**src/verilog/pixel_cen.sv**
```systemverilog
// --------------------
// Fractional clock enable for the pixel strobe
// --------------------
module pixel_cen #(
	parameter int cen_num = 89,
	parameter int cen_den = 875
) (
	input  logic clk_49m,
	input  logic reset,
	output logic cen_o
);
	localparam int acc_w = $clog2(cen_num + cen_den);

	logic [acc_w-1:0] acc;
	logic [acc_w-1:0] sum;

	assign sum = acc + acc_w'(cen_num);

	// Average rate is clk times num over den
	always_ff @(posedge clk_49m) begin
		if (!reset) begin
			acc   <= '0;
			cen_o <= 1'b0;
		end else if (sum >= acc_w'(cen_den)) begin
			acc   <= sum - acc_w'(cen_den);
			cen_o <= 1'b1;
		end else begin
			acc   <= sum;
			cen_o <= 1'b0;
		end
	end
endmodule

```
**config.mk**
```make
export PLATFORM = sky130hd
export DESIGN_NAME = pixel_cen
export DESIGN_NICKNAME = d
export VERILOG_FILES = /design/src/verilog/pixel_cen.sv
export SDC_FILE = /design/constraint.sdc
export NUM_CORES = 1
export LEC_CHECK = 0
export ABC_AREA = 1
export BUFFER_PORTS_ARGS = -buffer_cell sky130_fd_sc_hd__clkbuf_2
export CORE_UTILIZATION = 50
export CTS_BUF_LIST = sky130_fd_sc_hd__clkbuf_4 sky130_fd_sc_hd__clkbuf_8
export CTS_CLUSTER_SIZE = 30
export DETAILED_ROUTE_END_ITERATION = 10
export HOLD_SLACK_MARGIN = 0.06
export PLACE_DENSITY = 0.74
export SETUP_SLACK_MARGIN = 0.2
export SYNTH_ARGS = -nofsm -noshare
export SYNTH_HDL_FRONTEND = slang
export SYNTH_SLANG_ARGS = --single-unit
```
**constraint.sdc**
```tcl
create_clock -name clk_49m -period 4.9 [get_ports clk_49m]
set_input_delay 0.49 -clock clk_49m [delete_from_list [all_inputs] [get_ports clk_49m]]
set_output_delay 0.49 -clock clk_49m [all_outputs]
set_load 0.02 [all_outputs]
```
==> results_dict.tcl <==
set metrics [dict create \
    finalCriticalPeriod_ps 1880 \
    status "complete, no violations" \
    die_w_um 42.5 \
    placed_area_um2 850 \
    p_leak_nw 0.480 \
    critPathKind "reg -> reg" \
    fillers 141 \
    post_cts_resize_count 0 \
    cts_sinks 11 \
    multi_input_area_um2 515 \
    grt_max_degree 9 \
    dp_hpwl_mm 1.23 \
    clock_latency_ps 270 \
    tns_ps 0 \
    clk_pin_slew_ps 70 \
    dr.pass1.iters 5 \
    syn_to_final_growth_pct 7.02 \
    drive_gt1_frac 0.154 \
    fp-row-count 14 \
    crit_arrival_ps 2050 \
    required_ps 5080 \
    hold_ws_ps 476 \
    ys_warn_count 0 \
    rsz0062_at_grt "false" \
    core_um2 1520 \
    crit_fanout 8 \
    cts_setup_buffers 0 \
    relSlewSlack 0.823 \
    synth_seq_area_share 0.269 \
    syn_nets 135 \
    stdcell_area_um2 877 \
    fin_skew_ps 3.66 \
    die_area_um2 1800 \
    grt_overflow 0 \
    vias 759 \
    syn_inst 130 \
    io_buffers 2 \
    powerDensity_nw_per_um2 300 \
    syn_area_um2 820 \
    hp-class "in -> reg" \
    synth_cell_types 19 \
    ioPinCount 3 \
    vias_per_cell 4.99 \
    tritoncts "yes" \
    die_height_um 42.5 \
    ir_worst_vdd_v 0.000168 \
    place.gp.congestion 0.837 \
    wl_mm 1.53 \
    antenna_left 0 \
    dp_cells 148 \
    regArea_um2 220 \
    first_global_vias 610 \
    slew_violations 0 \
    max_slew.worst_pin.slew_ps 265 \
    rrSetupSlack_ps 3020 \
    setup_ws_ps 3020 \
    initial_core_util 0.538 \
    fmax_ghz 0.533 \
    post-place-ws_ps 3050 \
    grtUsageTotal 0.185 \
    cp-end-kind "register" \
    synth_seq_cells 11 \
    cap_violations 0 \
    hold_viol 0 \
    grt_pass1_wl_mm 2.47 \
    antenna_found_initial 0 \
    setup_viol 0 \
    finish.net_count 142 \
    htree_levels 1 \
    cts_hold_buf 0 \
    cts_made_buffers 3 \
    wire_per_inst_um 10.1 \
    avgSynthCellArea_um2 6.30 \
    clock_path_buffers 2 \
    layout.cells.non_filler 152 \
    diodes 0 \
    cp-start-kind "register" \
    drtIter0Drc 21 \
    drc 0 \
    cts-root-buf "clkbuf_4" \
    fin_crit_sh 0.383 \
]
==> per-stage QoR <==
stage	total power, mW	utilization
after floorplan	0.184	-
after global routing	0.281	0.576
after detailed placement	0.200	0.557
after CTS	0.263	0.576
final	0.263	0.576
after global placement	0.198	0.557
==> logic make-up (layout without fill, tap and decap cells) <==
| group | after synthesis | in the layout | synth area share |
|---|---|---|---|
| xor+xnor | 3 | 3 | 0.0321 |
| fa+ha+maj | 3 | 3 | 0.0458 |
| flops | 11 | 11 | 0.269 |
| compound gates | 12 | 12 | 0.0901 |
| buf+inv | 22 | 28 | 0.102 |
| simple gates | 79 | 79 | 0.461 |
==> area by class of cell <==
class,count,share of cell area
timing repair buffer,2,0.0114
inverter,22,0.0956
clock inverter,1,0.00571
sequential,11,0.251
multi-input combinational,97,0.588
tap,16,0.0228
clock buffer,3,0.0257
==> worst max-delay path, cell delays in order, from the launching register on <==
cell,delay [ps]
dfxtp_1,450
ha_1,210
nand2_1,100
nand2_1,100
nand3_1,90
nand3_1,80
nand2_1,130
a21oi_4,270
nand2_4,130
clkinv_2,90
nand2_1,50
nand2_1,50
inv_1,30
==> where the power goes <==
group	internal (mW)	switching (mW)
Clock	0.0303	0.0330
Combinational	0.0306	0.0622
Sequential	0.0976	0.00951
Total	0.158	0.105
==> sequential cells by signal (all words and copies together), names as in the netlist <==
name and cells:
acc 10, cen_o 1
==> routing by layer <==
metal,wire length (µm),vias to the layer above,GRT usage
li1,-,417,-
met1,769,320,0.240
met2,682,17,0.283
met3,50,5,0.0388
met4,26,0,0.100
met5,0,-,0
==> worst paths after layout <==
path | from | to | cells after the start
setup / recovery | acc[0]$_SDFFE_PN0N_ | acc[9]$_SDFF_PN0_ | 12
setup reg to reg | acc[0]$_SDFFE_PN0N_ | acc[9]$_SDFF_PN0_ | 12
hold reg to reg | acc[0]$_SDFFE_PN0N_ | acc[0]$_SDFFE_PN0N_ | 2
hold / removal | reset | acc[2]$_SDFF_PN0_ | 3
==> cell usage in the layout, fill, tap and decap left out <==
cell type  instances
nand2_1           42
inv_1             19
nand3_1           17
dfxtp_1           11
nor2_1             8
a21oi_1            7
nand2_2            6
nand2_4            3
xor2_1             3
ha_1               3
clkbuf_4           3
inv_2              2
o21ai_1            2
clkinv_2           2
clkbuf_2           2
nor2_4             1
nand3_4            1
a21oi_4            1
o21ai_0            1
a21boi_0           1
nor3_1             1
==> cells in the mapped netlist, drive strengths merged <==
cell     n  share of area
nand2   51           0.28
nor2     9          0.050
a21oi    8          0.063
dfxtp   11           0.27
xor2     3          0.032
nor3     1         0.0061
inv     21          0.096
nand3   18           0.13
clkinv   1         0.0061
a21boi   1         0.0092
o21ai    3          0.018
ha       3          0.046
(Power assumes the default switching activity.)
