===== src/verilog/blueprint_pkg.sv =====
// --------------------
// Raster sizes, sprite table layout and shared types
// of the sprite video path
// --------------------
package blueprint_pkg;

	// --------------------
	// Raster geometry, counted in pixels and lines
	localparam int h_total  = 320;
	localparam int h_active = 256;
	localparam int v_total  = 264;
	// First and last+1 visible line
	localparam int v_first  = 16;
	localparam int v_last   = 240;

	// Sync start positions before centering, and sync widths
	localparam int hs_base  = 280;
	localparam int vs_base  = 248;
	localparam int hs_width = 32;
	localparam int vs_width = 4;

	// --------------------
	// Sprite table
	localparam int sprite_count    = 64;
	localparam int sprite_x_offset = 2;
	// Screen y of a sprite is 240 minus byte 0, drawn one line higher
	localparam int spr_y_base      = 239;

	typedef logic [8:0] cnt_t;

	// Four bytes per sprite: y, code, flags, x
	typedef struct packed {
		logic [5:0] index;
		logic [1:0] num;
	} spr_addr_t;

	// One 8 pixel row per address, 16 rows per code
	typedef struct packed {
		logic [7:0] code;
		logic [3:0] row;
	} gfx_addr_t;

	typedef struct packed {
		logic [7:0] r;
		logic [7:0] b;
		logic [7:0] g;
	} gfx_row_t;

	// Red in bit 0, all zero is transparent
	typedef struct packed {
		logic g;
		logic b;
		logic r;
	} spr_pix_t;

	typedef logic [4:0] colour_t;

	localparam colour_t full_level = 5'd31;

endpackage


===== src/verilog/video_if.sv =====
// --------------------
// Raster bus and sprite pixel write bus
// --------------------

// Counters and blanking, all stepping on the pixel strobe
interface raster_if;
	logic                cen;
	blueprint_pkg::cnt_t h_cnt;
	blueprint_pkg::cnt_t v_cnt;
	logic                hblank;
	logic                vblank;
	// One clock wide, on the strobe that wraps h_cnt to 0
	logic                line_start;

	modport source (output cen, h_cnt, v_cnt, hblank, vblank, line_start);
	modport sink (input cen, h_cnt, v_cnt, hblank, vblank, line_start);
endinterface



===== src/verilog/video_timing.sv =====
// --------------------
// Raster counter with blanking, line start and centred syncs
// --------------------
module video_timing (
	input  logic       clk_49m,
	input  logic       reset,
	input  logic       cen_i,
	input  logic [3:0] h_center_i,
	input  logic [3:0] v_center_i,
	raster_if.source   raster,
	output logic       hsync_o,
	output logic       vsync_o,
	output logic       csync_o
);
	localparam blueprint_pkg::cnt_t h_len  = blueprint_pkg::cnt_t'(blueprint_pkg::h_total);
	localparam blueprint_pkg::cnt_t v_len  = blueprint_pkg::cnt_t'(blueprint_pkg::v_total);
	localparam blueprint_pkg::cnt_t h_last = blueprint_pkg::cnt_t'(blueprint_pkg::h_total - 1);
	localparam blueprint_pkg::cnt_t v_last = blueprint_pkg::cnt_t'(blueprint_pkg::v_total - 1);

	blueprint_pkg::cnt_t h_cnt;
	blueprint_pkg::cnt_t v_cnt;
	blueprint_pkg::cnt_t hs_start;
	blueprint_pkg::cnt_t hs_end;
	blueprint_pkg::cnt_t vs_start;
	blueprint_pkg::cnt_t vs_end;

	// --------------------
	// Counters
	always_ff @(posedge clk_49m) begin
		if (!reset) begin
			h_cnt <= '0;
			v_cnt <= '0;
		end else if (cen_i) begin
			if (h_cnt == h_last) begin
				h_cnt <= '0;
				v_cnt <= (v_cnt == v_last) ? '0 : v_cnt + 1'b1;
			end else begin
				h_cnt <= h_cnt + 1'b1;
			end
		end
	end

	assign raster.cen        = cen_i;
	assign raster.h_cnt      = h_cnt;
	assign raster.v_cnt      = v_cnt;
	assign raster.hblank     = h_cnt >= blueprint_pkg::h_active;
	assign raster.vblank     = (v_cnt < blueprint_pkg::v_first) ||
		(v_cnt >= blueprint_pkg::v_last);
	assign raster.line_start = cen_i && (h_cnt == h_last);

	// --------------------
	// Syncs, shifted by the centering offsets
	assign hs_start = blueprint_pkg::cnt_t'(blueprint_pkg::hs_base) + {5'd0, h_center_i};
	assign hs_end   = hs_start + blueprint_pkg::cnt_t'(blueprint_pkg::hs_width);
	assign vs_start = blueprint_pkg::cnt_t'(blueprint_pkg::vs_base) + {5'd0, v_center_i};
	assign vs_end   = vs_start + blueprint_pkg::cnt_t'(blueprint_pkg::vs_width);

	// A pulse running past the end of the count carries on from 0
	assign hsync_o = (h_cnt >= hs_start && h_cnt < hs_end) ||
		(hs_end > h_len && h_cnt < hs_end - h_len);
	assign vsync_o = (v_cnt >= vs_start && v_cnt < vs_end) ||
		(vs_end > v_len && v_cnt < vs_end - v_len);
	assign csync_o = ~(hsync_o ^ vsync_o);
endmodule


===== src/flat_wrapper.sv =====
// flat-port wrapper written by rule: the top's interface ports become plain ports
module video_timing_flat 
  (clk_49m, reset, cen_i, h_center_i, v_center_i, hsync_o, vsync_o, csync_o, raster_cen, raster_h_cnt, raster_v_cnt, raster_hblank, raster_vblank, raster_line_start);
  raster_if raster_i ();
  input  logic clk_49m;
  input  logic reset;
  input  logic cen_i;
  input  logic [3:0] h_center_i;
  input  logic [3:0] v_center_i;
  output logic hsync_o;
  output logic vsync_o;
  output logic csync_o;
  output wire logic [$bits(raster_i.cen)-1:0] raster_cen;
  output wire logic [$bits(raster_i.h_cnt)-1:0] raster_h_cnt;
  output wire logic [$bits(raster_i.v_cnt)-1:0] raster_v_cnt;
  output wire logic [$bits(raster_i.hblank)-1:0] raster_hblank;
  output wire logic [$bits(raster_i.vblank)-1:0] raster_vblank;
  output wire logic [$bits(raster_i.line_start)-1:0] raster_line_start;
  assign raster_cen = raster_i.cen;
  assign raster_h_cnt = raster_i.h_cnt;
  assign raster_v_cnt = raster_i.v_cnt;
  assign raster_hblank = raster_i.hblank;
  assign raster_vblank = raster_i.vblank;
  assign raster_line_start = raster_i.line_start;
  video_timing u_core (.clk_49m(clk_49m), .reset(reset), .cen_i(cen_i), .h_center_i(h_center_i), .v_center_i(v_center_i), .raster(raster_i), .hsync_o(hsync_o), .vsync_o(vsync_o), .csync_o(csync_o));
endmodule

===== config.mk =====
export PLATFORM = sky130hd
export DESIGN_NAME = video_timing_flat
export DESIGN_NICKNAME = d
export VERILOG_FILES = /design/src/verilog/blueprint_pkg.sv /design/src/verilog/video_if.sv /design/src/verilog/video_timing.sv /design/src/flat_wrapper.sv
export SDC_FILE = /design/constraint.sdc
export NUM_CORES = 1
export LEC_CHECK = 0
export BUFFER_PORTS_ARGS = -buffer_cell sky130_fd_sc_hd__clkbuf_2
export CAP_MARGIN = 20
export CELL_PAD_IN_SITES_DETAIL_PLACEMENT = 0
export CELL_PAD_IN_SITES_GLOBAL_PLACEMENT = 2
export CORE_MARGIN = 4
export CORE_UTILIZATION = 32
export CTS_BUF_LIST = sky130_fd_sc_hd__clkbuf_8
export DETAILED_ROUTE_END_ITERATION = 8
export HOLD_SLACK_MARGIN = 0.05
export PLACE_DENSITY_LB_ADDON = 0.1
export SLEW_MARGIN = 20
export SYNTH_ARGS = -nofsm -noshare
export SYNTH_HDL_FRONTEND = slang
export SYNTH_SLANG_ARGS = --single-unit
export TNS_END_PERCENT = 20

===== constraint.sdc =====
create_clock -name clk_49m -period 2.35 [get_ports clk_49m]
set_input_delay 0.47 -clock clk_49m [delete_from_list [all_inputs] [get_ports clk_49m]]
set_output_delay 0.47 -clock clk_49m [all_outputs]
set_load 0.05 [all_outputs]

==> impl_metrics.toml <==
[worst_setup_path]
r2r-start = "u_core.raster.h_cnt[7]"
endpoint_kind = "output pin"
r2r_cells = 7
cp_max_fo = 6
cp_slowest_stage_delay_ns = 0.36
arrival_ns = 2.17
slowest_stage = "a32o_4"
cp_cell_sequence = "clkbuf_16 > inv_8 > buf_12 > ha_4 > inv_4 > ha_4 > nand2_1 > a31oi_1 > nand3_1 > a32o_4 > xnor2_4 > buf_12"
worstPathRequired_ns = 1.88
r2r_end = "u_core.raster.v_cnt[6]"
r2r_setup_slack_ns = 0.49
path_class = "input port to output pin"
cp-start-kind = "input port"

[sta]
finalCriticalPeriod_ns = 2.645
relSlewSlack = 0.7898
fin_crit_sh = 1.125
finClkSkew_ns = 0.002559
fin_ws_ns = -0.2948
hold_violations = 0
fmax_ghz = 0.3781
worst_pin_slew_ns = 0.3129
final.setup.tns_ns = -0.6119
setup_viol = 3
maxSlewViolCount = 0
grt_setup_unrepaired = "yes"

[grt]
grt_max_degree = 11
antenna_found_initial = 0
grt_pass1_vias = 1625
grt-ovfl-total = 0
grt_pass1_wl_mm = 7.672
grt.total_usage = 0.1508

[routing]
final_antenna_net_count = 0
avgViaCountPerCell = 4.751
drt-initial-drc-count = 54
num_vias = 1625
first_pass_iters = 4
wl_mm = 4.472
wl_per_cell_um = 13.08
drc = 0

[yosys]
postSynthCellCount = 204
seq_area_frac_synth = 0.2104
synth_top_area_share = 0.2776
yosysMostFrequentCell = "ha_1"
synthTopCellsByCount = "ha_1 (38), dfxtp_1 (18), inv_1 (17), nand2_1 (17), o21ai_0 (17)"
synth_cell_type_count = 41
synthesis.nets = 253
synth_ff_type = "dfxtp_1"
synthTopCellsByArea = "ha_1 (28%), dfxtp_1 (21%), o21ai_0 (5.0%), inv_1 (3.7%), nand2_1 (3.7%)"
syn_area_um2 = 1713
syn_avg_cell_area_um2 = 8.397
synth_edf_count = 0
async_flop_share = 0
synth.ff_latch_count = 18
synth_area_leader_cell = "ha_1"
yosysWarnings = 0

[clocking]
cts.sinks = 18
cts_root_buffer = "clkbuf_8"
cts_made_buffers = 3
cts_tree = "done"
clk_path_buf_depth = 2
h-tree-depth = 1
clock_latency_ns = 0.25
path_clk_slew_ns = 0.07

[die]
dieArea_um2 = 6587
die-width_um = 81.16
rows = 26
initial_utilization = 0.3333
io_pins = 36
die_h_um = 81.16
core_um2 = 5140

[min_path]
hold_end = "u_core.raster.h_cnt[0]"
hold_depth = 2
worstHoldStart = "u_core.raster.h_cnt[0]"
hold_class = "flop to flop"

[run_status]
violations = "setup timing"
outcome = "finished with violations"

[run]
max_cap_viol_count = 0

[cells_and_area]
diodes = 0
final_core_util = 0.4993
final_area_um2 = 2566
drive_above_1_share = 0.4265
finalNetCount = 322
fillCellCount = 548
syn2layout_area_growth_pct = 49.82

[power]
ir_drop_mv = 0.1960
p_leak_nw = 1.209
power_per_cell_area_nw_per_um2 = 308.6
power_w = 0.0007919

[placement]
dpl_cell_area_um2 = 2392
gp_congestion = 0.8017
dp_hpwl_mm = 3.761
dp_slack_ns = -0.4441
io_buffers = 35
==> repair_timing <==
item,CTS,global route
setup endpoints to repair,3,3
buffers inserted,2,0
hold buffers,0,0
resized for setup,19,4
pin swaps,5,2
==> layout make-up <==
class | instances | area, um2 | area share
clock buffers | 4 | 55.05 | 0.02145
inverters | 17 | 90.09 | 0.03510
multi-input cells | 165 | 1420 | 0.5534
flip-flops and latches | 18 | 395.4 | 0.1541
well taps | 70 | 87.58 | 0.03413
repair buffers | 68 | 518.0 | 0.2019
==> power by group <==
part	total (W)	switching, W	leakage, nW	internal (W)
combinational	0.000227	0.000120	1.02	0.000107
sequential	0.000308	0.00000425	0.156	0.000304
clock	0.000256	0.000108	0.0288	0.000149
total	0.000792	0.000232	1.21	0.000560
==> cells in the final DEF (no fill, tap or decap), types with 7 or more instances in the layout <==
master    instances
o21ai_1           8
o21ai_0           9
nor2_1           15
clkbuf_2         30
ha_4              7
buf_4            31
a21oi_1           8
nand2_1          17
inv_1            12
dfxtp_2          13
ha_1             31
==> how the worst max path moves through the flow <==
| stage | start | end | slack [ns] | cells after the start |
|---|---|---|---|---|
| 5_1_grt | v_center_i[2] | csync_o | -0.41 | 12 |
| 3_5_place_dp | v_center_i[3] | csync_o | -0.44 | 9 |
| 2_1_floorplan | v_center_i[3] | csync_o | -0.13 | 9 |
| 6_report | v_center_i[2] | csync_o | -0.29 | 12 |
| 4_1_cts | v_center_i[2] | csync_o | -0.30 | 11 |
| 3_3_place_gp | v_center_i[3] | csync_o | -0.40 | 10 |
==> metrics by stage <==
| stage | hold WS [ns] | std cells |
|---|---|---|
| final | 0.5458 | 342 |
| after global routing | 0.5764 | 342 |
| after CTS | 0.5499 | 342 |
| after detailed placement | 0.5386 | 336 |
| after global placement | 0.5261 | 336 |
| after floorplan | 0.5916 | 204 |
==> cell families after synthesis <==
group | after synthesis | share of synthesized area
xor+xnor | 13 | 0.06647
buf+inv | 21 | 0.05112
compound gates | 40 | 0.1366
fa+ha+maj | 38 | 0.2776
flops | 18 | 0.2104
mux | 2 | 0.01169
simple gates | 72 | 0.2462
==> sequential cells by signal (all words and copies together), names as in the netlist <==
register,flops
u_core.raster.h_cnt,9
u_core.raster.v_cnt,9
==> layer usage <==
layer / up-vias / GRT usage / part of all wire
li1: 866 / - / -
met1: 734 / 0.2197 / 0.54
met2: 23 / 0.2323 / 0.42
met3: 2 / 0.01441 / 0.028
met4: 0 / 0.04561 / 0.0076
met5: - / 0 / 0
==> critical path: cells and delay by family <==
family	cells	cell delay [ns]
AO/OA/AOI/OAI	2	0.49
XOR/XNOR	1	0.16
adder cells (fa/ha/maj)	2	0.42
buffers and inverters	5	0.47
AND/OR/NAND/NOR	2	0.16
Power figures use the tool's default switching activity.
