`config.mk`:
```
export PLATFORM = sky130hd
export DESIGN_NAME = line_buffer_flat
export DESIGN_NICKNAME = d
export VERILOG_FILES = /design/src/verilog/blueprint_pkg.sv /design/src/verilog/video_if.sv /design/src/verilog/line_buffer.sv /design/src/flat_wrapper.sv
export SDC_FILE = /design/constraint.sdc
export NUM_CORES = 2
export LEC_CHECK = 0
export BUFFER_PORTS_ARGS = -buffer_cell sky130_fd_sc_hd__buf_4
export CORE_MARGIN = 1.5
export CORE_UTILIZATION = 45
export CTS_CLUSTER_DIAMETER = 120
export DETAILED_ROUTE_END_ITERATION = 16
export PLACE_DENSITY = 0.58
export SETUP_SLACK_MARGIN = 0.05
export SYNTH_ARGS = -nofsm -noshare
export SYNTH_HDL_FRONTEND = slang
export SYNTH_SLANG_ARGS = --single-unit
```
`constraint.sdc`:
```
create_clock -name clk_49m -period 27.3 [get_ports clk_49m]
set_clock_uncertainty 0.15 [all_clocks]
set_input_delay 1.365 -clock clk_49m [delete_from_list [all_inputs] [get_ports clk_49m]]
set_output_delay 1.365 -clock clk_49m [all_outputs]
set_load 0.01 [all_outputs]
```
`src/verilog/blueprint_pkg.sv`:
```
// --------------------
// Raster sizes, sprite table layout and shared types
// of the sprite video path
// --------------------
package blueprint_pkg;

	// --------------------
	// Raster geometry, counted in pixels and lines
	localparam int h_total  = 320;
	localparam int h_active = 256;
	localparam int v_total  = 264;
	// First and last+1 visible line
	localparam int v_first  = 16;
	localparam int v_last   = 240;

	// Sync start positions before centering, and sync widths
	localparam int hs_base  = 280;
	localparam int vs_base  = 248;
	localparam int hs_width = 32;
	localparam int vs_width = 4;

	// --------------------
	// Sprite table
	localparam int sprite_count    = 64;
	localparam int sprite_x_offset = 2;
	// Screen y of a sprite is 240 minus byte 0, drawn one line higher
	localparam int spr_y_base      = 239;

	typedef logic [8:0] cnt_t;

	// Four bytes per sprite: y, code, flags, x
	typedef struct packed {
		logic [5:0] index;
		logic [1:0] num;
	} spr_addr_t;

	// One 8 pixel row per address, 16 rows per code
	typedef struct packed {
		logic [7:0] code;
		logic [3:0] row;
	} gfx_addr_t;

	typedef struct packed {
		logic [7:0] r;
		logic [7:0] b;
		logic [7:0] g;
	} gfx_row_t;

	// Red in bit 0, all zero is transparent
	typedef struct packed {
		logic g;
		logic b;
		logic r;
	} spr_pix_t;

	typedef logic [4:0] colour_t;

	localparam colour_t full_level = 5'd31;

endpackage

```
`src/verilog/video_if.sv`:
```
// --------------------
// Raster bus and sprite pixel write bus
// --------------------

// Counters and blanking, all stepping on the pixel strobe
interface raster_if;
	logic                cen;
	blueprint_pkg::cnt_t h_cnt;
	blueprint_pkg::cnt_t v_cnt;
	logic                hblank;
	logic                vblank;
	// One clock wide, on the strobe that wraps h_cnt to 0
	logic                line_start;

	modport source (output cen, h_cnt, v_cnt, hblank, vblank, line_start);
	modport sink (input cen, h_cnt, v_cnt, hblank, vblank, line_start);
endinterface

// Writes into the back line buffer
interface sprite_wr_if;
	logic                    wr;
	logic [7:0]              x;
	blueprint_pkg::spr_pix_t pix;
	// Write zero instead of pix
	logic                    clear;

	modport source (output wr, x, pix, clear);
	modport sink (input wr, x, pix, clear);
endinterface

```
`src/verilog/line_buffer.sv`:
```
// --------------------
// Double sprite line buffer, swapped at each line start
// --------------------
module line_buffer (
	input  logic                    clk_49m,
	input  logic                    reset,
	raster_if.sink                  raster,
	sprite_wr_if.sink               wr,
	output blueprint_pkg::spr_pix_t pix_o
);
	localparam int depth = blueprint_pkg::h_active;

	blueprint_pkg::spr_pix_t buf0 [depth];
	blueprint_pkg::spr_pix_t buf1 [depth];
	// High when buf1 is on display
	logic                    front_sel;
	blueprint_pkg::spr_pix_t wdata;
	logic [7:0]              rd_x;

	assign wdata = wr.clear ? '0 : wr.pix;
	assign rd_x  = raster.h_cnt[7:0];

	always_ff @(posedge clk_49m) begin
		if (!reset) begin
			front_sel <= 1'b0;
		end else if (raster.line_start) begin
			front_sel <= ~front_sel;
		end
	end

	// Writes only reach the buffer off display
	always_ff @(posedge clk_49m) begin
		if (wr.wr) begin
			if (front_sel) begin
				buf0[wr.x] <= wdata;
			end else begin
				buf1[wr.x] <= wdata;
			end
		end
	end

	assign pix_o = front_sel ? buf1[rd_x] : buf0[rd_x];
endmodule

```
`src/flat_wrapper.sv`:
```
// flat-port wrapper written by rule: the top's interface ports become plain ports
module line_buffer_flat 
  (clk_49m, reset, pix_o, raster_cen, raster_h_cnt, raster_v_cnt, raster_hblank, raster_vblank, raster_line_start, wr_wr, wr_x, wr_pix, wr_clear);
  raster_if raster_i ();
  sprite_wr_if wr_i ();
  input  logic clk_49m;
  input  logic reset;
  output blueprint_pkg::spr_pix_t pix_o;
  input wire logic [$bits(raster_i.cen)-1:0] raster_cen;
  input wire logic [$bits(raster_i.h_cnt)-1:0] raster_h_cnt;
  input wire logic [$bits(raster_i.v_cnt)-1:0] raster_v_cnt;
  input wire logic [$bits(raster_i.hblank)-1:0] raster_hblank;
  input wire logic [$bits(raster_i.vblank)-1:0] raster_vblank;
  input wire logic [$bits(raster_i.line_start)-1:0] raster_line_start;
  input wire logic [$bits(wr_i.wr)-1:0] wr_wr;
  input wire logic [$bits(wr_i.x)-1:0] wr_x;
  input wire logic [$bits(wr_i.pix)-1:0] wr_pix;
  input wire logic [$bits(wr_i.clear)-1:0] wr_clear;
  assign raster_i.cen = raster_cen;
  assign raster_i.h_cnt = raster_h_cnt;
  assign raster_i.v_cnt = raster_v_cnt;
  assign raster_i.hblank = raster_hblank;
  assign raster_i.vblank = raster_vblank;
  assign raster_i.line_start = raster_line_start;
  assign wr_i.wr = wr_wr;
  assign wr_i.x = wr_x;
  assign wr_i.pix = wr_pix;
  assign wr_i.clear = wr_clear;
  line_buffer u_core (.clk_49m(clk_49m), .reset(reset), .raster(raster_i), .wr(wr_i), .pix_o(pix_o));
endmodule
```
==> results summary <==
The run finished with clean final reports. The first-pass detailed-route iteration total is 6. The number of top-level pins came out at 40.

In this run the cell area of the synthesized design comes to 0.0627 mm^2. The DRC violation count after routing came out at 0. The number of global-route vias before repair is 33200.

The class of the tightest hold or removal check is input pin to register. The logic depth of the worst path, buffers included is 12. The worst pin sits at a relative slew slack of 28.5%. Buffers added to address setup during post-CTS repair amount to 0. The die covers 0.142 mm^2. The routed length per instance is 27.7 um. The growth of design area from synthesis to finish came out at 10.2%. Entering global routing, the biggest net connects 219 pins. After clock tree synthesis, the clock-pin slew on the worst setup and hold paths is 0.06 ns. At the later pin of the worst-skew pair, clock insertion delay measures 0.77 ns. The post-layout instance area came out at 0.0691 mm^2. In this run the mean area of a mapped cell was 17.9 um^2. The first-pass GRT wire length came out at 222 mm.

The highest ir drop seen on vdd is 0.0672 mV. The minimum hold slack came out at 0.763 ns. The synthesized netlist cell count is 3500. The detailed-placement wirelength estimate came out at 89.8 mm. The TritonCTS buffer count came out at 157. Among all flip-flop cells after synthesis, the most frequent one is sky130_fd_sc_hd__edfxtp_1. The starting density of the core came out at 45.5%. The final cell utilization of the core came out at 50.2%. After detailed routing, the number of vias per cell comes to 5.94. The final hold violation count is 0. The violation count after the first detailed-route iteration is 2907. Among the stages of the critical path, the cell type that occurs most often is sky130_fd_sc_hd__buf_4. STA classifies the critical path startpoint as an input pin. The maximum clock frequency came out at 132 MHz. The fraction of the yosys area taken by sequential cells came out at 73.6%. When the netlist entered floorplanning its net count stood at 3537. The post-detailed-routing wire length came out at 150 mm. The floorplan step set the die height to 376 um.

The deepest clock path buffer count is 3. The count of flip-flops with a built-in enable after synthesis came out at 1536. The count of warnings emitted by yosys is 0. The synthesized design contains 1537 register bits. The worst hold path was traced through 2 stages.

The clock tree from TritonCTS is yes. After synthesis, the cell types taking the most area are sky130_fd_sc_hd__edfxtp_1 74%, sky130_fd_sc_hd__mux4_2 7.6%, sky130_fd_sc_hd__mux2i_1 4.2%. The final-report setup violation count is 0.

The final net count is 3553. Setup repair after global routing left no endpoint under its margin. The top cell type's share of synthesized area is 73.6%. The final-layout fill cell count is 11200. The worst setup path is of the input pin to output port kind.

The count of input and output buffers came out at 26. The kind of end point of the critical path is an output port. The number of gates resized after CTS was 0. The total negative setup slack came out at 0 ns. Summed over all instances, the cell type with the most area after synthesis is sky130_fd_sc_hd__edfxtp_1. After synthesis, the share of flip-flops with an asynchronous set or reset is 0%. For the worst setup path, the data required time is 25.78 ns. The slowest stage of the critical path belongs to the cell sky130_fd_sc_hd__buf_4. The maximum fanout encountered on the critical timing path came out at 68. The length in cells of the worst reg-to-reg path is 5. The number of cell rows is 136. The final max-slew violation count came out at 0.

The number of antenna violations at the first check in global routing came to 2. The overall track demand over capacity in global routing came out at 21.5%. The commonest cells after synthesis are 1536 x sky130_fd_sc_hd__edfxtp_1, 541 x sky130_fd_sc_hd__nor2_1, 266 x sky130_fd_sc_hd__mux2i_1. Overall power consumption after layout is estimated at 4920 uW.

The largest stage delay on the critical path is 0.70 ns. The sum of overflow across all layers after global routing came out at 0. In the post-synthesis netlist, the cell with the most instances is sky130_fd_sc_hd__edfxtp_1. The buffering stage count on the worst path with inverters included is 5. The family of cells with the greatest summed delay on the critical path is buffers and inverters.

The TritonCTS sink count came out at 1537. The leakage power summed over all cells came out at 0.0218 uW. The total placed instance area is 0.0642 mm^2. The routed layout has 32300 vias.

The width of the die is 376 um. The critical path goes through buf_8 -> buf_4 -> buf_4 -> mux4_2 -> mux2i_1 -> a22oi_1 -> a22oi_1 -> a2111oi_0 -> buf_4 -> nand3_1 -> a21oi_1 -> buf_4. The power per cell area came out at 71.2 mW/mm^2. Once detail routing completed, the nets flagged for antenna violations numbered 0. The tool flagged a number of max-cap violations equal to 0. Yosys mapped the design onto 64 distinct sky130hd cell types. Buffers inserted to repair hold after CTS numbered 0. The placeable core region is 0.138 mm^2. The clock root buffer is sky130_fd_sc_hd__clkbuf_16. The fraction of layout cells with a size suffix above 1 came out at 15.9%. The ratio of final minimum period to clock period is 27.8%. The H-tree level count came out at 4.

The final weighted congestion of routability-driven global placement is 0.810. The transition time at the pin with the least slew margin is 1.07 ns. The minimum period implied by the final worst setup slack is 7.58 ns. The arrival time at the worst endpoint is 6.06 ns.
[metrics by stage]
step | std cells | worst slack [ns]
5_1_grt | 5434 | 19.48
3_5_place_dp | 5151 | 19.71
4_1_cts | 5434 | 19.70
3_3_place_gp | 5151 | 19.70
6_report | 5436 | 19.72
2_1_floorplan | 3500 | 10.50
[sequential cells by signal (all words and copies together) (netlist names)]
| signal | count |
|---|---|
| u_core.buf0 | 768 |
| u_core.buf1 | 768 |
| u_core.front_sel | 1 |
[metal layers]
metal	global-route usage, %	wire length [um]	vias to the layer above
met5	0	13	-
met4	6.41	3720	2
met3	3.24	8960	228
met2	35.1	72900	1061
met1	30.0	64900	16800
li1	-	-	14200
[layout make-up]
cell class / instances / area, um^2 / share of cell area (%)
inverter: 5 / 21.3 / 0.0308
multi-input combinational: 1706 / 14900 / 21.5
sequential: 1537 / 46100 / 66.7
clock buffer: 199 / 4210 / 6.10
tap: 1794 / 2240 / 3.25
clock inverter: 84 / 754 / 1.09
antenna: 2 / 5.00 / 0.00724
timing repair buffer: 109 / 875 / 1.27
[cell usage in the layout, fill, tap and decap left out, types with 5 or more instances in the layout]
cell                            n
sky130_fd_sc_hd__a2111oi_0      8
sky130_fd_sc_hd__a211o_1        5
sky130_fd_sc_hd__a21oi_1       62
sky130_fd_sc_hd__a221oi_1      10
sky130_fd_sc_hd__a22oi_1       18
sky130_fd_sc_hd__a31oi_1       10
sky130_fd_sc_hd__and4_1         7
sky130_fd_sc_hd__buf_4        103
sky130_fd_sc_hd__bufinv_16     13
sky130_fd_sc_hd__clkbuf_1      36
sky130_fd_sc_hd__clkbuf_16    163
sky130_fd_sc_hd__clkinv_1      35
sky130_fd_sc_hd__clkinv_2      24
sky130_fd_sc_hd__clkinvlp_4     6
sky130_fd_sc_hd__edfxtp_1    1536
sky130_fd_sc_hd__mux2_2        20
sky130_fd_sc_hd__mux2i_1      266
sky130_fd_sc_hd__mux4_1        45
sky130_fd_sc_hd__mux4_2       211
sky130_fd_sc_hd__nand2_1       68
sky130_fd_sc_hd__nand2b_1      11
sky130_fd_sc_hd__nand3_1       49
sky130_fd_sc_hd__nand4_1       20
sky130_fd_sc_hd__nor2_1       540
sky130_fd_sc_hd__nor2b_1       13
sky130_fd_sc_hd__nor3_1        51
sky130_fd_sc_hd__nor4_1        16
sky130_fd_sc_hd__o21ai_0       39
sky130_fd_sc_hd__o221ai_1      95
sky130_fd_sc_hd__o22ai_1       67
sky130_fd_sc_hd__or4_1          6
[report_power, final]
group,switching (uW),leakage [uW],total (uW),internal (uW)
logic,165,0.00526,241,75.8
registers,0.441,0.0141,2600,2600
clock network,870,0.00242,2080,1210
[cell families (layout without fill, tap and decap cells)]
group,Yosys count,count (layout),synth area share [%]
AOI/OAI and AO/OA,347,347,3.94
xor gates and xnor gates,1,1,0.0140
buffers and inverters,257,397,2.80
DFF,1537,1537,73.6
muxes,542,542,14.1
other,0,2,0
and+or+nand+nor,816,816,5.58
[worst paths after layout]
path / startpoint / endpoint / slack [ns]
max: raster_h_cnt[0] / pix_o[0] / 19.72
min: reset / u_core.front_sel$_SDFFE_PN0P_ / 0.76
max reg2reg: u_core.front_sel$_SDFFE_PN0P_ / u_core.buf0[254][0]$_DFFE_PP_ / 24.18
min reg2reg: u_core.front_sel$_SDFFE_PN0P_ / u_core.front_sel$_SDFFE_PN0P_ / 0.83
Power figures use the tool's default switching activity.
