`src/verilog/blueprint_pkg.sv`:
```
// --------------------
// Raster sizes, sprite table layout and shared types
// of the sprite video path
// --------------------
package blueprint_pkg;

	// --------------------
	// Raster geometry, counted in pixels and lines
	localparam int h_total  = 320;
	localparam int h_active = 256;
	localparam int v_total  = 264;
	// First and last+1 visible line
	localparam int v_first  = 16;
	localparam int v_last   = 240;

	// Sync start positions before centering, and sync widths
	localparam int hs_base  = 280;
	localparam int vs_base  = 248;
	localparam int hs_width = 32;
	localparam int vs_width = 4;

	// --------------------
	// Sprite table
	localparam int sprite_count    = 64;
	localparam int sprite_x_offset = 2;
	// Screen y of a sprite is 240 minus byte 0, drawn one line higher
	localparam int spr_y_base      = 239;

	typedef logic [8:0] cnt_t;

	// Four bytes per sprite: y, code, flags, x
	typedef struct packed {
		logic [5:0] index;
		logic [1:0] num;
	} spr_addr_t;

	// One 8 pixel row per address, 16 rows per code
	typedef struct packed {
		logic [7:0] code;
		logic [3:0] row;
	} gfx_addr_t;

	typedef struct packed {
		logic [7:0] r;
		logic [7:0] b;
		logic [7:0] g;
	} gfx_row_t;

	// Red in bit 0, all zero is transparent
	typedef struct packed {
		logic g;
		logic b;
		logic r;
	} spr_pix_t;

	typedef logic [4:0] colour_t;

	localparam colour_t full_level = 5'd31;

endpackage

```
`src/verilog/video_if.sv`:
```
// --------------------
// Raster bus and sprite pixel write bus
// --------------------

// Counters and blanking, all stepping on the pixel strobe
interface raster_if;
	logic                cen;
	blueprint_pkg::cnt_t h_cnt;
	blueprint_pkg::cnt_t v_cnt;
	logic                hblank;
	logic                vblank;
	// One clock wide, on the strobe that wraps h_cnt to 0
	logic                line_start;

	modport source (output cen, h_cnt, v_cnt, hblank, vblank, line_start);
	modport sink (input cen, h_cnt, v_cnt, hblank, vblank, line_start);
endinterface


```
`src/verilog/pixel_output.sv`:
```
// --------------------
// Colour expansion with blanking, registered on the pixel strobe
// --------------------
module pixel_output (
	input  logic                    clk_49m,
	input  logic                    reset,
	raster_if.sink                  raster,
	input  blueprint_pkg::spr_pix_t pix_i,
	input  logic                    hsync_i,
	input  logic                    vsync_i,
	input  logic                    csync_i,
	output blueprint_pkg::colour_t  red_o,
	output blueprint_pkg::colour_t  green_o,
	output blueprint_pkg::colour_t  blue_o,
	output logic                    hblank_o,
	output logic                    vblank_o,
	output logic                    hsync_o,
	output logic                    vsync_o,
	output logic                    csync_o
);
	logic blank;

	assign blank = raster.hblank || raster.vblank;

	// Colours and timing share one register stage so they stay aligned
	always_ff @(posedge clk_49m) begin
		if (!reset) begin
			red_o    <= '0;
			green_o  <= '0;
			blue_o   <= '0;
			hblank_o <= 1'b0;
			vblank_o <= 1'b0;
			hsync_o  <= 1'b0;
			vsync_o  <= 1'b0;
			csync_o  <= 1'b0;
		end else if (raster.cen) begin
			// Each plane bit is full on or off, empty pixels are black
			red_o    <= (pix_i.r && !blank) ? blueprint_pkg::full_level : '0;
			green_o  <= (pix_i.g && !blank) ? blueprint_pkg::full_level : '0;
			blue_o   <= (pix_i.b && !blank) ? blueprint_pkg::full_level : '0;
			hblank_o <= raster.hblank;
			vblank_o <= raster.vblank;
			hsync_o  <= hsync_i;
			vsync_o  <= vsync_i;
			csync_o  <= csync_i;
		end
	end
endmodule

```
`src/flat_wrapper.sv`:
```
// flat-port wrapper written by rule: the top's interface ports become plain ports
module pixel_output_flat 
  (clk_49m, reset, pix_i, hsync_i, vsync_i, csync_i, red_o, green_o, blue_o, hblank_o, vblank_o, hsync_o, vsync_o, csync_o, raster_cen, raster_h_cnt, raster_v_cnt, raster_hblank, raster_vblank, raster_line_start);
  raster_if raster_i ();
  input  logic clk_49m;
  input  logic reset;
  input  blueprint_pkg::spr_pix_t pix_i;
  input  logic hsync_i;
  input  logic vsync_i;
  input  logic csync_i;
  output blueprint_pkg::colour_t red_o;
  output blueprint_pkg::colour_t green_o;
  output blueprint_pkg::colour_t blue_o;
  output logic hblank_o;
  output logic vblank_o;
  output logic hsync_o;
  output logic vsync_o;
  output logic csync_o;
  input wire logic [$bits(raster_i.cen)-1:0] raster_cen;
  input wire logic [$bits(raster_i.h_cnt)-1:0] raster_h_cnt;
  input wire logic [$bits(raster_i.v_cnt)-1:0] raster_v_cnt;
  input wire logic [$bits(raster_i.hblank)-1:0] raster_hblank;
  input wire logic [$bits(raster_i.vblank)-1:0] raster_vblank;
  input wire logic [$bits(raster_i.line_start)-1:0] raster_line_start;
  assign raster_i.cen = raster_cen;
  assign raster_i.h_cnt = raster_h_cnt;
  assign raster_i.v_cnt = raster_v_cnt;
  assign raster_i.hblank = raster_hblank;
  assign raster_i.vblank = raster_vblank;
  assign raster_i.line_start = raster_line_start;
  pixel_output u_core (.clk_49m(clk_49m), .reset(reset), .raster(raster_i), .pix_i(pix_i), .hsync_i(hsync_i), .vsync_i(vsync_i), .csync_i(csync_i), .red_o(red_o), .green_o(green_o), .blue_o(blue_o), .hblank_o(hblank_o), .vblank_o(vblank_o), .hsync_o(hsync_o), .vsync_o(vsync_o), .csync_o(csync_o));
endmodule
```
`config.mk`:
```
export PLATFORM = sky130hd
export DESIGN_NAME = pixel_output_flat
export DESIGN_NICKNAME = d
export VERILOG_FILES = /design/src/verilog/blueprint_pkg.sv /design/src/verilog/video_if.sv /design/src/verilog/pixel_output.sv /design/src/flat_wrapper.sv
export SDC_FILE = /design/constraint.sdc
export NUM_CORES = 1
export LEC_CHECK = 0
export BUFFER_PORTS_ARGS = -buffer_cell sky130_fd_sc_hd__buf_2
export CORE_MARGIN = 4
export CORE_UTILIZATION = 25
export CTS_BUF_LIST = sky130_fd_sc_hd__clkbuf_16
export CTS_CLUSTER_DIAMETER = 30
export DETAILED_ROUTE_END_ITERATION = 10
export PLACE_DENSITY = 0.66
export SYNTH_ARGS = -nofsm -noshare
export SYNTH_HDL_FRONTEND = slang
export SYNTH_SLANG_ARGS = --single-unit
```
`constraint.sdc`:
```
create_clock -name clk_49m -period 0.8 [get_ports clk_49m]
set_input_delay 0.2 -clock clk_49m [delete_from_list [all_inputs] [get_ports clk_49m]]
set_output_delay 0.2 -clock clk_49m [all_outputs]
set_load 0.02 [all_outputs]
```
==> summary.txt, run 1 <==
status - finished with violations
failing checks - setup timing
Cell Pwr Density - 2068 nW/um2
Netlist Area Pre-Place - 421.7 um2
vias in the first global route - 335
Hold Violations, Final - 0
P_sw - 293.5 uW
critical path class - reg -> out
Max Clock Skew - 0 ns
Worst EP required - 0.60 ns
CP Capture Type - output port
Die Footprint - 2408 um2
max incr delay on CP - 0.35 ns
Pre-antenna DRT Iters - 1
Synth cell types - 9
post-route ant nets - 0
clk root buf - clkbuf_16
antenna fix cells - 0
Final period util - 1.171
post-synthesis cell count - 40
gr ovfl total - 0
FF+latch area - 177.7 um2
Max Cap Violations - 0
Avg Synthesized Cell Area - 10.54 um2
P_int - 1.173 mW
routability cong. - 0.6512
die extent in x - 49.07 um
synthesized flop and latch total - 8
layout filler cell count - 144
Clock Path Buffers - 2
# nets final - 95
Synth Area in Adders - 0
routed vias/inst - 4.089
Worst EP arrival - 0.74 ns
final setup vio count - 20
Crit Path Max Fanout - 6
Worst Tran Pin Value - 0.2129 ns
Total Routing Usage GR - 0.08438
Comb pwr share - 0.138
Hold Slack - 0.2360 ns
Post-Place Worst Slack - -0.05948 ns
Warnings, synthesis - 0
Slew headroom - 0.8561
cts bufs inserted - 3
part of the power in registers - 0.294
Post-CTS Hold Buffers - 0
RSZ-0062 raised after global routing - true
TritonCTS clock tree - done
Post-route DRC - 0
Synth Area in Compound Gates - 0.05341
mux contribution to synthesized area - 0.1187
Seq/Total Area, Yosys - 0.3798
Crit-path slowest cell - dfxtp_4
syn nets - 70
worst skew pair latency - 0.23 ns
initial antenna violation count - 0
core area - 1541 um2
final setup TNS - -2.323 ns
Leak Pwr - 0.3587 nW
area occupied by multi-input gates - 160.2 um2
Max H-tree Level - 1
Synth Area in Simple Gates - 0.2077
clock share of power - 0.568
largest family of logic cells by synthesized area - buffers and inverters
min setup slack post-route - -0.1371 ns
height of the die - 49.07 um
final wirelength - 926 um
CP Buf/Inv Count - 1
Sink Count - 8
xor-xnor portion of the synthesized cell area - 0
IO buf count - 30
share of layout cells above drive strength 1 - 0.6984
routed via count - 323
worst min path class - in -> reg
DR WL/cell - 11.72 um
startpoint types - flop
Initial Utilization - 0.2735
iteration-0 DRC count of the detailed router - 0
Area growth syn-to-layout - 68.25%
min Tclk post-route - 0.9371 ns
CP delay by family, top - flip-flops
clock-pin slew on the worst setup and hold paths - 0.04 ns
Fmax - 1.067 GHz
num rows - 14
Slew Viols, Final - 0
largest net degree at the start of global routing - 9
Switching Share - 0.2001
first-pass GRT wire length - 1.531 mm
# IOs - 50
Max IR drop VDD - 607.6 uV
worst path cell trace - buf_4
==> metal layers <==
layer | share of wire | vias to the layer above | GRT usage
met5 | 0 | - | 0
met4 | 0 | 0 | 0.04036
met3 | 0.11 | 0 | 0.05199
met2 | 0.54 | 15 | 0.1438
met1 | 0.35 | 139 | 0.07749
li1 | - | 169 | -
==> worst reg2reg max path, stage by stage, from the launching register on <==
cell and delay [ns]:
dfxtp_4 0.36, and2b_1 0.15, o21a_1 0.16
==> sequential cells by signal (all words and copies together), names as in the netlist <==
register / flops
u_core.blue_o: 1
u_core.csync_o: 1
u_core.green_o: 1
u_core.hblank_o: 1
u_core.hsync_o: 1
u_core.red_o: 1
u_core.vblank_o: 1
u_core.vsync_o: 1
==> area by class of cell <==
cell class,instances,share of cell area
Timing Repair Buffer,33,0.3898
Sequential cell,8,0.2504
Multi-Input combinational cell,19,0.2258
Clock buffer,3,0.1058
Tap cell,16,0.02822
==> synthesized netlist by cell type (all sizes together) <==
master	count	area share
buf	13	0.24
o21a	3	0.053
and2b	2	0.036
nor4bb	1	0.024
and4bb	2	0.059
nor2b	6	0.089
dfxtp	8	0.38
mux2i	5	0.12
==> path summary, 6_finish.rpt <==
check | slack, ns | startpoint | cells past startpoint | end
worst max register to register | 0.02 | u_core.blue_o[3] | 2 | u_core.blue_o[3]
worst max-delay path | -0.14 | u_core.red_o[3] | 1 | red_o[0]
worst min register to register | 0.52 | u_core.hblank_o | 2 | u_core.hblank_o
worst min-delay path | 0.24 | csync_i | 3 | u_core.csync_o
==> layout by cell type, fill, tap and decap left out, drive strengths merged <==
| cell type | instances |
|---|---|
| and2b | 2 |
| dfxtp | 8 |
| nor2b | 6 |
| mux2i | 5 |
| clkbuf | 3 |
| buf | 33 |
| and4bb | 2 |
| nor4bb | 1 |
| o21a | 3 |
==> repair_timing <==
item | in CTS | in global routing
resized for setup | 35 | 4
endpoints found under the setup margin | 20 | 22
buffers inserted | 0 | 1
==> metrics by stage <==
step	cells	power [mW]	area, um2	util
floorplan	40	0.5474	425.4	-
global placement	75	0.6044	521.8	0.3385
detailed placement	75	0.6059	521.8	0.3385
CTS	78	1.477	686.9	0.4456
global route	79	1.534	709.4	0.4602
finish	79	1.467	709.4	0.4602
==> power groups by stage <==
stage               registers [mW]  clock network (mW)  logic [mW]
CTS                          0.431               0.848       0.197
global route                 0.435               0.882       0.217
detailed placement           0.437                   0       0.169
finish                       0.432               0.833       0.202
floorplan                    0.461                   0      0.0869
global placement             0.436                   0       0.169
==> logic make-up (layout without fill, tap and decap cells) <==
| kind of cell | count (synthesis) | after routing |
|---|---|---|
| buffers and inverters | 13 | 36 |
| and+or+nand+nor | 11 | 11 |
| DFF | 8 | 8 |
| muxes | 5 | 5 |
| AOI/OAI and AO/OA | 3 | 3 |
Note: power is estimated with default switching activity, not from simulation.
==> run 2: changes to the inputs <==
--- a/config.mk
+++ b/config.mk
@@ -5,13 +5,12 @@
 export SDC_FILE = /design/constraint.sdc
 export NUM_CORES = 1
 export LEC_CHECK = 0
-export BUFFER_PORTS_ARGS = -buffer_cell sky130_fd_sc_hd__buf_2
 export CORE_MARGIN = 4
 export CORE_UTILIZATION = 25
 export CTS_BUF_LIST = sky130_fd_sc_hd__clkbuf_16
 export CTS_CLUSTER_DIAMETER = 30
 export DETAILED_ROUTE_END_ITERATION = 10
-export PLACE_DENSITY = 0.66
+export DONT_BUFFER_PORTS = 1
 export SYNTH_ARGS = -nofsm -noshare
 export SYNTH_HDL_FRONTEND = slang
 export SYNTH_SLANG_ARGS = --single-unit
==> constraint.sdc (replaced) <==
create_clock -name clk_49m -period 0.8 [get_ports clk_49m]
set_input_delay 0.08 -clock clk_49m [delete_from_list [all_inputs] [get_ports clk_49m]]
set_output_delay 0.08 -clock clk_49m [all_outputs]
set_load 0.02 [all_outputs]
==> run 2 against run 1 <==
Largest cell class is now flip-flops and latches; cell count fell by 29%; hold slack worse by 0.21 ns; die area did not move; via count is 24% lower; first-iteration DRC count rose by 1; the flow still finishes with violations (setup timing).
==> summary.txt, run 2 (same netlist as run 1, synthesis figures left out) <==
gr ovfl total - 0 (unchanged)
core area - 1541 um2 (unchanged)
final setup vio count - 15 (-25%)
routed via count - 247 (-24%)
final instance area - 546.8 um2 (-23%)
Crit-path slowest cell - dfxtp_2
routed vias/inst - 4.411 (+7.9%)
num rows - 14 (unchanged)
Die Footprint - 2408 um2 (unchanged)
WHS Endpoint - u_core.vsync_o
Cell Pwr Density - 2548 nW/um2 (+23%)
startpoint types - flop
worst min path class - in -> reg
antenna fix cells - 0 (unchanged)
Max IR drop VDD - 1308 uV (+120%)
FF-to-FF path depth - 2 (unchanged)
vias in the first global route - 305 (-9.0%)
Placed Area - 424.2 um2 (-19%)
Worst EP required - 0.72 ns (+0.12 ns)
clock-pin slew on the worst setup and hold paths - 0.04 ns (about the same)
TritonCTS clock tree - done
DR WL/cell - 12.66 um (+8.0%)
first-pass GRT wire length - 1.276 mm (-17%)
worst skew pair latency - 0.23 ns (about the same)
Hold Violations, Final - 0 (unchanged)
reg-to-reg startpoint - u_core.blue_o[3]
die extent in x - 49.07 um (unchanged)
Slew Viols, Final - 0 (unchanged)
Final period util - 1.025 (-0.1465)
Total Routing Usage GR - 0.06925 (-0.01513)
initial antenna violation count - 0 (unchanged)
post-route ant nets - 0 (unchanged)
hold path cells - 2 (-1)
Max Cap Violations - 0 (unchanged)
# nets final - 72 (-24%)
postcts setup bufs - 0 (unchanged)
largest net degree at the start of global routing - 12 (+3)
status - finished with violations
share of layout cells above drive strength 1 - 0.4500 (-0.2484)
IO buf count - 0 (-100%)
Leak Pwr - 0.2530 nW (-29%)
R2R setup slack - 0.05 ns (+0.03 ns)
final wirelength - 709 um (-23%)
Area growth syn-to-layout - 29.67%
Crit Path Max Fanout - 3 (-3)
clk root buf - clkbuf_16
Max Clock Skew - 0 ns (unchanged)
Slew headroom - 0.8205 (-0.03560)
CP delay by family, top - flip-flops
Post-route DRC - 0 (unchanged)
critical path class - reg -> out
# IOs - 50 (unchanged)
min Tclk post-route - 0.8199 ns (-0.1172 ns)
routability cong. - 0.6644 (+2.0%)
Sink Count - 8 (unchanged)
CP Capture Type - output port
Pre-antenna DRT Iters - 3 (+2)
RSZ-0062 raised after global routing - true
max incr delay on CP - 0.35 ns (about the same)
Initial Utilization - 0.2735 (unchanged)
Hold Path Origin - vsync_i
r2r endpoint - u_core.blue_o[3]
commonest non-fill, non-tap cells in the layout - nor2b_1, dfxtp_2, mux2i_1
min setup slack post-route - -0.01993 ns (+0.1172 ns)
failing checks - setup timing
Worst EP arrival - 0.74 ns (about the same)
CP Buf/Inv Count - 1 (unchanged)
height of the die - 49.07 um (unchanged)
Worst Tran Pin Value - 0.2692 ns (+0.05630 ns)
Max H-tree Level - 1 (unchanged)
Fmax - 1.220 GHz (+14%)
iteration-0 DRC count of the detailed router - 1 (+1)
final setup TNS - -0.2630 ns (+2.060 ns)
worst path cell trace - buf_8
cts bufs inserted - 3 (unchanged)
Clock Path Buffers - 2 (unchanged)
==> run 2: cell count changes in the layout (fill, tap and decap cells not counted) <==
cell,before,now
buf_6,11,3
dfxtp_1,0,2
dfxtp_2,5,6
buf_12,1,2
buf_8,0,1
buf_4,11,3
dlymetal6s4s_1,0,1
dfxtp_4,3,0
buf_2,10,0
==> run 2: cell type report <==
type                       count  area (um2)
tap                           16       20.02
clock buffer                   3       75.07
sequential                     8       167.7
fill                         159       994.7
timing repair buffer          10       123.9
multi-input combinational     19       160.2
==> run 2: worst max path at each step <==
stage | from | endpoint | slack (ns) | cells past startpoint
6_report | u_core.blue_o[3] | blue_o[0] | -0.02 | 1
5_1_grt | u_core.green_o[3] | green_o[0] | -0.04 | 1
4_1_cts | u_core.green_o[3] | green_o[1] | -0.03 | 1
3_5_place_dp | u_core.green_o[3] | u_core.green_o[3] | 0.07 | 2
3_3_place_gp | u_core.green_o[3] | u_core.green_o[3] | 0.07 | 2
2_1_floorplan | u_core.blue_o[3] | u_core.blue_o[3] | 0.02 | 2
==> run 2: repair_timing <==
item / 4_1_cts / 5_1_grt
endpoints found under the setup margin: 15 / 22
endpoints found under the hold margin: 8 / 0
hold buffers: 1 / 0
resized for setup: 4 / 8
cloned: 0 / 0
==> run 2: per-layer routing <==
| metal | up-vias | part of all wire | global-route usage |
|---|---|---|---|
| li1 | 124 | - | - |
| met1 | 106 | 0.40 | 0.07706 |
| met2 | 17 | 0.43 | 0.1009 |
| met3 | 0 | 0.17 | 0.04893 |
| met4 | 0 | 0 | 0.02691 |
| met5 | - | 0 | 0 |
==> run 2: through the flow <==
stage / cells / util / hold WS (ns) / setup WS (ns) / total power [mW]
global route: 56 / 0.3547 / 0.05617 / -0.04435 / 1.452
detailed placement: 52 / 0.2752 / 0.2018 / 0.06910 / 0.5547
CTS: 56 / 0.3409 / 0.02546 / -0.02810 / 1.408
floorplan: 40 / - / 0.1974 / 0.02363 / 0.5474
global placement: 52 / 0.2752 / 0.1995 / 0.06937 / 0.5532
finish: 56 / 0.3547 / 0.02698 / -0.01993 / 1.393
==> run 2: where the power goes <==
part	switching (mW)	internal, mW	leakage, nW
sequential	0.0121	0.423	0.0681
combinational	0.0662	0.0692	0.148
clock	0.180	0.643	0.0370
